File: config.mk
export PLATFORM = sky130hd
export DESIGN_NAME = dly_bank_top
export DESIGN_NICKNAME = d
export VERILOG_FILES = /design/src/source/dly_cfg_pkg.sv /design/src/source/dly_types_pkg.sv /design/src/source/dly_ctrl_decoder.sv /design/src/source/dly_lane.sv /design/src/source/dly_tap_readback.sv /design/src/source/dly_bank_top.sv
export SDC_FILE = /design/constraint.sdc
export NUM_CORES = 1
export LEC_CHECK = 0
export ABC_CLOCK_PERIOD_IN_PS = 6200
export BUFFER_PORTS_ARGS = -buffer_cell sky130_fd_sc_hd__buf_2
export CAP_MARGIN = 15
export CORE_UTILIZATION = 67
export DETAILED_ROUTE_END_ITERATION = 8
export GPL_TIMING_DRIVEN = 0
export PLACE_DENSITY_LB_ADDON = 0.3
export SKIP_LAST_GASP = 1
export SLEW_MARGIN = 15
export SYNTH_ARGS = -nofsm -noshare
export SYNTH_HDL_FRONTEND = slang
export SYNTH_SLANG_ARGS = --single-unit
File: constraint.sdc
create_clock -name clk_i -period 6.2 [get_ports clk_i]
set_input_delay 0.31 -clock clk_i [delete_from_list [all_inputs] [get_ports clk_i]]
set_output_delay 0.31 -clock clk_i [all_outputs]
set_load 0.05 [all_outputs]
File: src/source/dly_cfg_pkg.sv
//********************
// delay bank sizing
// lane count, tap range and history length
//********************

package dly_cfg_pkg;

    // lane count, split evenly between input and output paths
    localparam int NUM_DLY  = 12;
    localparam int NUM_HALF = NUM_DLY / 2;

    //********************
    // tap range
    //********************
    localparam int TAP_WIDTH = 6;
    localparam int MAX_TAP   = (1 << TAP_WIDTH) - 1;   // 63

    // wide enough to address every lane
    localparam int SEL_WIDTH = $clog2(NUM_DLY);

    // one history bit per tap position
    localparam int HIST_DEPTH = MAX_TAP + 1;

endpackage

File: src/source/dly_types_pkg.sv
//********************
// delay bank types
// tap, select, data vectors and control words
//********************

package dly_types_pkg;

    typedef logic [dly_cfg_pkg::TAP_WIDTH-1:0] tap_t;
    typedef logic [dly_cfg_pkg::SEL_WIDTH-1:0] sel_t;

    //********************
    // data vectors
    //********************
    typedef logic [dly_cfg_pkg::NUM_DLY-1:0]  data_vec_t;   // one bit per lane
    typedef logic [dly_cfg_pkg::NUM_HALF-1:0] half_vec_t;   // one bit per lane of a path

    //********************
    // control pulses
    //********************
    typedef struct packed {
        logic ld;       // load tap from load_tap
        logic adj;      // one step
        logic incdec;   // 1 up, 0 down
    } dly_ctrl_t;

    // per-lane control, element n goes to lane n
    typedef dly_ctrl_t [dly_cfg_pkg::NUM_DLY-1:0] lane_ctrl_t;

endpackage

File: src/source/dly_ctrl_decoder.sv
//********************
// delay control decoder
// registers the control pulses and the load value,
// steers the pulses to the selected lane only
//********************

`timescale 1ns/1ps

module dly_ctrl_decoder (
    input  logic                      clk_i,
    input  logic                      rst,
    input  dly_types_pkg::sel_t       sel_dly,
    input  dly_types_pkg::dly_ctrl_t  ctrl,
    input  dly_types_pkg::tap_t       load_tap,
    output dly_types_pkg::lane_ctrl_t lane_ctrl,
    output dly_types_pkg::tap_t       lane_tap
);

    dly_types_pkg::lane_ctrl_t             lane_ctrl_nxt;
    logic [dly_cfg_pkg::NUM_DLY-1:0]       lane_busy;   // any pulse on lane n

    //********************
    // select decode
    //********************
    always_comb begin
        lane_ctrl_nxt = '0;
        for (int n = 0; n < dly_cfg_pkg::NUM_DLY; n++) begin
            // selects 12..15 never match, so those pulses are dropped
            if (sel_dly == dly_types_pkg::sel_t'(n)) begin
                lane_ctrl_nxt[n] = ctrl;
            end
        end
    end

    always_ff @(posedge clk_i) begin
        if (rst) begin
            lane_ctrl <= '0;
        end else begin
            lane_ctrl <= lane_ctrl_nxt;
        end
    end

    // load value travels alongside the pulses
    always_ff @(posedge clk_i) begin
        lane_tap <= load_tap;
    end

    //********************
    // checks
    //********************
    always_comb begin
        for (int n = 0; n < dly_cfg_pkg::NUM_DLY; n++) begin
            lane_busy[n] = |lane_ctrl[n];
        end
    end

    // only the selected lane ever sees a pulse
    a_one_lane: assert property (
        @(posedge clk_i) disable iff (rst)
        $onehot0(lane_busy)
    ) else $error("control pulse reached more than one lane");

endmodule

File: src/source/dly_lane.sv
//********************
// single delay lane
// tap register with load and saturating step,
// data delayed by tap + 1 clocks
//********************

`timescale 1ns/1ps

module dly_lane (
    input  logic                     clk_i,
    input  logic                     rst,
    input  dly_types_pkg::dly_ctrl_t lane_ctrl,
    input  dly_types_pkg::tap_t      lane_tap,
    input  logic                     din,
    output dly_types_pkg::tap_t      tap,
    output logic                     dout
);

    logic [dly_cfg_pkg::HIST_DEPTH-1:0] hist;   // hist[0] is the newest bit
    logic                               at_max;
    logic                               at_min;

    assign at_max = (tap == dly_types_pkg::tap_t'(dly_cfg_pkg::MAX_TAP));
    assign at_min = (tap == '0);

    //********************
    // tap register
    //********************
    always_ff @(posedge clk_i) begin
        if (rst) begin
            tap <= '0;
        end else if (lane_ctrl.ld) begin
            tap <= lane_tap;                // load wins over adj
        end else if (lane_ctrl.adj) begin
            if (lane_ctrl.incdec) begin
                if (!at_max) begin
                    tap <= tap + 1'b1;
                end
            end else if (!at_min) begin
                tap <= tap - 1'b1;
            end
        end
    end

    //********************
    // data history
    //********************
    always_ff @(posedge clk_i) begin
        if (rst) begin
            hist <= '0;
            dout <= 1'b0;
        end else begin
            hist <= {hist[dly_cfg_pkg::HIST_DEPTH-2:0], din};
            // tap 0 picks last edge's sample, so one clock minimum
            dout <= hist[tap];
        end
    end

    // step down at zero must hold
    a_floor: assert property (
        @(posedge clk_i) disable iff (rst)
        (lane_ctrl.adj && !lane_ctrl.ld && !lane_ctrl.incdec && at_min) |=> (tap == '0)
    ) else $error("tap wrapped below zero");

endmodule

File: src/source/dly_tap_readback.sv
//********************
// tap readback
// registered mux of the selected lane's tap
//********************

`timescale 1ns/1ps

module dly_tap_readback (
    input  logic                                             clk_i,
    input  logic                                             rst,
    input  dly_types_pkg::sel_t                              sel_dly,
    input  dly_types_pkg::tap_t [dly_cfg_pkg::NUM_DLY-1:0]   taps,
    output dly_types_pkg::tap_t                              dly_tap_val
);

    dly_types_pkg::tap_t tap_sel;
    logic                sel_valid;

    assign sel_valid = (int'(sel_dly) < dly_cfg_pkg::NUM_DLY);

    //********************
    // lane mux
    //********************
    always_comb begin
        if (sel_valid) begin
            tap_sel = taps[sel_dly];
        end else begin
            tap_sel = taps[0];              // unused selects fall back to lane 0
        end
    end

    always_ff @(posedge clk_i) begin
        if (rst) begin
            dly_tap_val <= '0;
        end else begin
            dly_tap_val <= tap_sel;
        end
    end

endmodule

File: src/source/dly_bank_top.sv
//********************
// delay bank top
// twelve delay lanes, even lanes on the input path,
// odd lanes on the output path, with tap readback
//********************

`timescale 1ns/1ps

module dly_bank_top (
    input  logic                     clk_i,
    input  logic                     rst,
    input  dly_types_pkg::sel_t      sel_dly,
    input  dly_types_pkg::dly_ctrl_t ctrl,
    input  dly_types_pkg::tap_t      load_tap,
    input  dly_types_pkg::half_vec_t din_idly,
    input  dly_types_pkg::half_vec_t din_odly,
    output dly_types_pkg::data_vec_t data_delayed,
    output dly_types_pkg::tap_t      dly_tap_val
);

    dly_types_pkg::lane_ctrl_t                             lane_ctrl;
    dly_types_pkg::tap_t                                   lane_tap;
    dly_types_pkg::tap_t [dly_cfg_pkg::NUM_DLY-1:0]        lane_taps;
    dly_types_pkg::data_vec_t                              lane_din;

    //********************
    // control decode
    //********************
    dly_ctrl_decoder u_decoder (
        .clk_i     (clk_i),
        .rst       (rst),
        .sel_dly   (sel_dly),
        .ctrl      (ctrl),
        .load_tap  (load_tap),
        .lane_ctrl (lane_ctrl),
        .lane_tap  (lane_tap)
    );

    //********************
    // lanes
    //********************
    for (genvar n = 0; n < dly_cfg_pkg::NUM_DLY; n++) begin : g_lane
        // interleave the two paths onto the lane index
        if (n % 2 == 0) begin : g_idly
            assign lane_din[n] = din_idly[n/2];
        end else begin : g_odly
            assign lane_din[n] = din_odly[n/2];
        end

        dly_lane u_lane (
            .clk_i     (clk_i),
            .rst       (rst),
            .lane_ctrl (lane_ctrl[n]),
            .lane_tap  (lane_tap),
            .din       (lane_din[n]),
            .tap       (lane_taps[n]),
            .dout      (data_delayed[n])
        );
    end

    //********************
    // readback
    //********************
    dly_tap_readback u_readback (
        .clk_i       (clk_i),
        .rst         (rst),
        .sel_dly     (sel_dly),
        .taps        (lane_taps),
        .dly_tap_val (dly_tap_val)
    );

endmodule

* Yosys cells after proc, flatten, opt, wreduce, memory -nomap -nowiden *
Cells that the tools add are included.

word-level totals
  register bits = 900
  input port bits = 27
  output and inout port bits = 18
  word-level logic and storage cells = 307

cells by class
  add/subtract/negate cells = 24
  magnitude comparators = 14
  eq/ne operators = 47
  muxes and demuxes = 87
  bitwise logic cells = 12
  reductions and logical operators = 49

operator list
  operator                                                     number
  two-way mux 6 bit                                            62
  less-than comparator 6 x 7 -> 1 bit (second input constant)  12
  adder 6 x 1 -> 6 bit (second input constant)                 12
  binary-select mux 1 bit (select 6 bit)                       12
  == test 6 bit (second input constant)                        12
  logical NOT 6 bit                                            12
  inequality test 3 bit (second input constant)                24
  subtractor 6 x 1 -> 6 bit (second input constant)            12
  AND reduction 3 bit                                          12
  binary-select mux 6 bit (select 4 bit)                       1
  nonzero test 2 bit                                           12
  OR reduction 2 bit                                           12
  == test 4 x 3 -> 1 bit (second input constant)               4
  == test 4 bit (second input constant)                        4
  two-way mux 1 bit                                            12
  inverter 1 bit                                               12
  == test 4 x 2 -> 1 bit (second input constant)               2
  less-than comparator 4 x 5 -> 1 bit (second input constant)  1
  == test 4 x 1 -> 1 bit (second input constant)               1
  logical NOT 4 bit                                            1
  less-than comparator 4 bit (second input constant)           1

* Depth between registers and ports, before layout *
  depth in word-level cells = 5
  mapped depth = 9
  gate-level depth less buffers = 8

* Cells and area by module *
Synthesis repeated with hierarchy kept, for this count alone.

second synthesis, totals
  cell total of the unflattened synthesis = 3124
  area total of the unflattened synthesis = 36132.2 um^2

modules (own cells, without submodules)
  module                             times used  cells an instance  area each (um^2)  seq. area each (um^2)
  dly_lane at g_lane[1].u_lane ...   8           255                2879.0            1421.4
  dly_lane at g_lane[0].u_lane ...   2           231                2819.0            1421.4
  dly_lane at g_lane[10].u_lane ...  2           238                2785.2            1421.4
  dly_ctrl_decoder                   1           94                 1118.6            840.8
  dly_tap_readback                   1           52                 773.2             120.1

* Worst setup path after synthesis *
OpenSTA, ideal clock, no wires.

  kind = flip-flop to flip-flop
  from = register u_decoder.lane_ctrl[30] (netlist name)
  to = register g_lane[10].u_lane.tap[5]
  setup time = 120 ps
  data arrival time = 2037 ps
  required time = 6080 ps
  setup slack = 4043 ps
  cell stages (with the launch flop) = 9
  buffers on the path = 0
  period minus slack after synthesis = 2157 ps
  cells stage by stage = dfxtp_1 -> inv_1 -> ha_1 -> a21o_1 -> a21o_1 -> a2111oi_0 -> a41oi_1 -> and4_1 -> o31a_1

on the way
  longest elaborated chain between the ends = 3
  elaborated cells on any way between the ends = 6
  classes of those cells = 2 x eq/ne; 3 x mux; 1 x reduce/logical

ends and longest elaborated chain
  what                  line            text
  two-way mux 6 bit     dly_lane.sv:35  if (lane_ctrl.incdec) begin
  two-way mux 6 bit     dly_lane.sv:34  end else if (lane_ctrl.adj) begin
  two-way mux 6 bit     dly_lane.sv:32  end else if (lane_ctrl.ld) begin
  end signal, assigned  dly_lane.sv:33  tap <= lane_tap;
  end signal, assigned  dly_lane.sv:37  tap <= tap + 1'b1;
  end signal, assigned  dly_lane.sv:40  tap <= tap - 1'b1;
  end, declared         dly_lane.sv:15  output dly_types_pkg::tap_t tap,

Several ways; a longest one is shown, not always the timed one. The select of a mux whose other input is x is not followed.
A chain may end at the register's enable or synchronous reset.

* Worst setup path in the final report *
  from = input rst
  to = register g_lane[0].u_lane.tap[1]

RTL lines
  what                  line                text
  start, declared       dly_bank_top.sv:11  input logic rst,
  end signal, assigned  dly_lane.sv:33
  end signal, assigned  dly_lane.sv:37
  end signal, assigned  dly_lane.sv:40
  end, declared         dly_lane.sv:15

No word-level cell between the ends.

==> Implementation_results.wiki <==
{| class="wikitable"
! Metric !! Value
|-
| Share of total power in combinational logic || 3.2%
|-
| Core box area || 51,500 sq um
|-
| I/O Buffers || 44
|-
| Deepest level of the CTS H-tree || 3
|-
| Number of enable-type register cells in the synthesized netlist || 0
|-
| Number of failing hold endpoints at the final stage || 0
|-
| Data required, critical path || 6.69 ns
|-
| Synth Register Bits || 900
|-
| Die footprint || 53,200 sq um
|-
| Nets || 3,145
|-
| Final setup vio count || 0
|-
| Number of buffers inserted during clock tree synthesis || 86
|-
| Area growth, synth to finish || 12.0%
|-
| Worst Setup EP || g_lane[0].u_lane.tap[1]
|-
| Number of post-CTS setup repair buffers || 0
|-
| Finished layout cell area || 39,200 sq um
|-
| Fraction of the yosys area taken by sequential cells || 51.4%
|-
| CP Capture Type || register
|-
| Max-slew violation count || 0
|-
| Vias in the first global route || 23,900
|-
| Total number of placement rows || 83
|-
| Die span in y || 231 um
|-
| Cell area after placement || 36,100 sq um
|-
| Placer congestion estimate || 0.962
|-
| Launching point of the worst reg2reg path || g_lane[6].u_lane.tap[1]
|-
| Remaining global-route overflow || 0
|-
| I/O pin count || 45
|-
| Synth async-reset ratio || 0%
|-
| Summed negative setup slack over all endpoints || 0 ns
|-
| Pin count of the biggest net entering global routing || 16
|-
| RSZ-0062 raised after global routing || false
|-
| First DRT Iteration DRCs || 1,688
|-
| Crit path launch type || primary input
|-
| Net Sw Power || 0.00248 W
|-
| Count of distinct cell types in the synthesized netlist || 64
|-
| Synth warnings || 0
|-
| Fraction of the cycle the final worst path needs || 46.6%
|-
| Max-cap violation count || 0
|-
| Reported leakage power || 14.8 nW
|-
| CTS tree || done
|-
| Top FF cell, synth || sky130_fd_sc_hd__dfxtp_1
|-
| Setup skew after layout || 0.0272 ns
|-
| Total routing resource utilization after global routing || 30.6%
|-
| Clk_lat worst skew || 0.65 ns
|-
| Longest Clk Path Bufs || 3
|-
| Crit Path Category || primary input to register
|-
| Final routed wire length divided by cell count || 21.1 um
|-
| Result of the run || finished clean
|-
| Switching Fraction || 21.4%
|-
| Transition time at the pin with the least slew margin || 1.16 ns
|-
| Sequential group share of total power || 50.4%
|-
| Horizontal die dimension || 231 um
|-
| First-pass GRT wire length || 128,000 um
|-
| Flop-to-flop setup slack || 3.43 ns
|-
| Top-area cell type share of the netlist area || 51.4%
|-
| Worst hold-check slack || 0.172 ns
|-
| Total via count in the routed design || 22,700
|-
| Vias per std cell || 5.96
|-
| Clock Power Share || 46.4%
|-
| Final HPWL DP || 54,200 um
|-
| R2R Path End || g_lane[6].u_lane.dout
|-
| Antenna-violating nets left || 0
|-
| Final wirelength || 80,200 um
|-
| Largest cells by area after synthesis || sky130_fd_sc_hd__dfxtp_1 51%, sky130_fd_sc_hd__mux4_2 14%, sky130_fd_sc_hd__nor2b_1 14%
|-
| Netlist Area Pre-Place || 35,000 sq um
|-
| Peak fanout along the critical path || 10
|-
| Worst setup path startpoint || rst
|-
| DRC violation count after routing || 0
|-
| Cell chosen for the clock root || sky130_fd_sc_hd__clkbuf_16
|-
| Number of antenna violations at the first check in global routing || 5
|-
| Count of cells along the worst register-to-register path || 6
|-
| Post-synthesis net count || 2,992
|-
| Maximum clock rate || 0.346 GHz
|-
| PD cells || 295 nW/um^2
|-
| Min Clock Period, post-route || 2.89 ns
|-
| Clock-pin slew reported for the worst setup and hold paths after clock tree synthesis || 0.07 ns
|-
| Average footprint of a synthesized cell || 12.1 sq um
|-
| Initial core utilization || 68.0%
|-
| Most area-hungry cell type in the Yosys netlist || sky130_fd_sc_hd__dfxtp_1
|-
| Clock sink total || 900
|-
| Total iterations of the first detailed-routing run || 5
|-
| CP arrival || 3.37 ns
|-
| Gate Count Post-Synth || 2,905
|-
| Ratio of cells with drive above 1 in the final layout || 16.0%
|-
| Worst hold-check path type || primary input to register
|-
| VDD IR-drop max || 299 uV
|-
| Cell internal power dissipation || 0.00909 W
|-
| Max-slew headroom || 22.6%
|}
[what timing repair did]
item | 4_1_cts | 5_1_grt
hold buffers | 21 | 0
hold endpoints to repair | 24 | 0
resized for setup | 0 | 0
[power groups by stage]
| stage | registers [W] | logic, W | clock network, W |
|---|---|---|---|
| after CTS | 0.00583 | 0.000365 | 0.00542 |
| after detailed placement | 0.00596 | 0.000350 | 0 |
| after global routing | 0.00583 | 0.000394 | 0.00566 |
| after global placement | 0.00596 | 0.000336 | 0 |
| final | 0.00583 | 0.000370 | 0.00537 |
| after floorplan | 0.00595 | 0.000238 | 0 |
[cells in the final DEF (no fill, tap or decap), drive strengths merged, types with 20 or more instances in the layout]
master       synthesis  routed
a21o                28      28
a21oi               43      43
a22oi               20      20
and2                54      54
buf                 72     116
clkbuf             138     257
clkinv               5      22
dfxtp              900     900
dlygate4sd3          0      21
ha                  48      48
inv                 24      26
mux2                31      31
mux2i              102     102
mux4               233     233
nand2               25      25
nand3               29      29
nor2                78      78
nor2b              784     784
nor3                31      31
o21ai               22      22
xnor2               29      29
xor2                23      23
[cell type report]
cell class | count | area [sq um]
inverter | 29 | 109
tap | 680 | 851
antenna | 4 | 10.0
multi-input combinational | 1766 | 16000
clock buffer | 119 | 2470
clock inverter | 33 | 433
timing repair buffer | 65 | 430
sequential | 900 | 18000
fill | 3208 | 12300
buffer | 210 | 947
[stage by stage]
step	setup WS, ns	power (W)	utilization [%]	instances
floorplan	4.04	0.00619	-	2905
global placement	2.89	0.00629	70.1	3629
detailed placement	2.81	0.00631	70.1	3629
CTS	3.44	0.0116	76.1	3802
global route	3.34	0.0119	76.1	3803
finish	3.31	0.0116	76.2	3806
[layer usage]
layer | part of all wire (%) | track usage [%] | vias up
li1 | - | - | 10400
met1 | 41 | 38.8 | 11300
met2 | 48 | 50.9 | 749
met3 | 6.2 | 5.92 | 208
met4 | 4.5 | 14.1 | 2
met5 | 0.016 | 0 | -
[synthesized netlist by cell type, types with 25 or more instances]
cell	n
sky130_fd_sc_hd__ha_1	48
sky130_fd_sc_hd__nand2_1	25
sky130_fd_sc_hd__a21oi_1	42
sky130_fd_sc_hd__mux2i_1	102
sky130_fd_sc_hd__xnor2_1	29
sky130_fd_sc_hd__clkbuf_1	138
sky130_fd_sc_hd__nor2_1	77
sky130_fd_sc_hd__buf_2	30
sky130_fd_sc_hd__nand3_1	29
sky130_fd_sc_hd__nor3_1	31
sky130_fd_sc_hd__and2_1	54
sky130_fd_sc_hd__mux2_2	31
sky130_fd_sc_hd__dfxtp_1	900
sky130_fd_sc_hd__mux4_2	223
sky130_fd_sc_hd__nor2b_1	784
sky130_fd_sc_hd__a21o_1	28
[critical path: stages]
cell                       delay (ns)
sky130_fd_sc_hd__buf_2           0.10
sky130_fd_sc_hd__clkbuf_1        0.78
sky130_fd_sc_hd__clkbuf_1        0.92
sky130_fd_sc_hd__buf_1           0.55
sky130_fd_sc_hd__clkbuf_1        0.55
sky130_fd_sc_hd__nor2_1          0.14
[how the worst min path moves through the flow]
stage	start	to	slack, ns	cells past startpoint
after CTS	rst	g_lane[11].u_lane.tap[5]	0.14	5
final	rst	g_lane[11].u_lane.tap[5]	0.17	5
after floorplan	load_tap[0]	u_decoder.lane_tap[0]	0.34	0
after global placement	load_tap[5]	u_decoder.lane_tap[5]	0.41	1
after global routing	rst	g_lane[11].u_lane.tap[5]	0.18	5
after detailed placement	load_tap[5]	u_decoder.lane_tap[5]	0.41	1
[logic make-up (layout without fill, tap and decap cells)]
kind of cell               after synthesis  count (layout)  share of synthesized area [%]
xor gates and xnor gates                52              52                           1.30
buffers and inverters                  239             456                           3.01
and+or+nand+nor                       1083            1083                           18.6
DFF                                    900             900                           51.4
muxes                                  366             366                           19.0
AOI/OAI and AO/OA                      205             205                           4.23
other                                    0               4                              0
adders and majority gates               60              60                           2.40
[registers in the layout, indices dropped and copies added (netlist names)]
register and cells:
g_lane.u_lane.dout 12, g_lane.u_lane.hist 768, g_lane.u_lane.tap 72, u_readback.dly_tap_val 6
u_decoder.lane_tap 6, u_decoder.lane_ctrl 36
No activity file was read; power rests on OpenSTA's default activity.
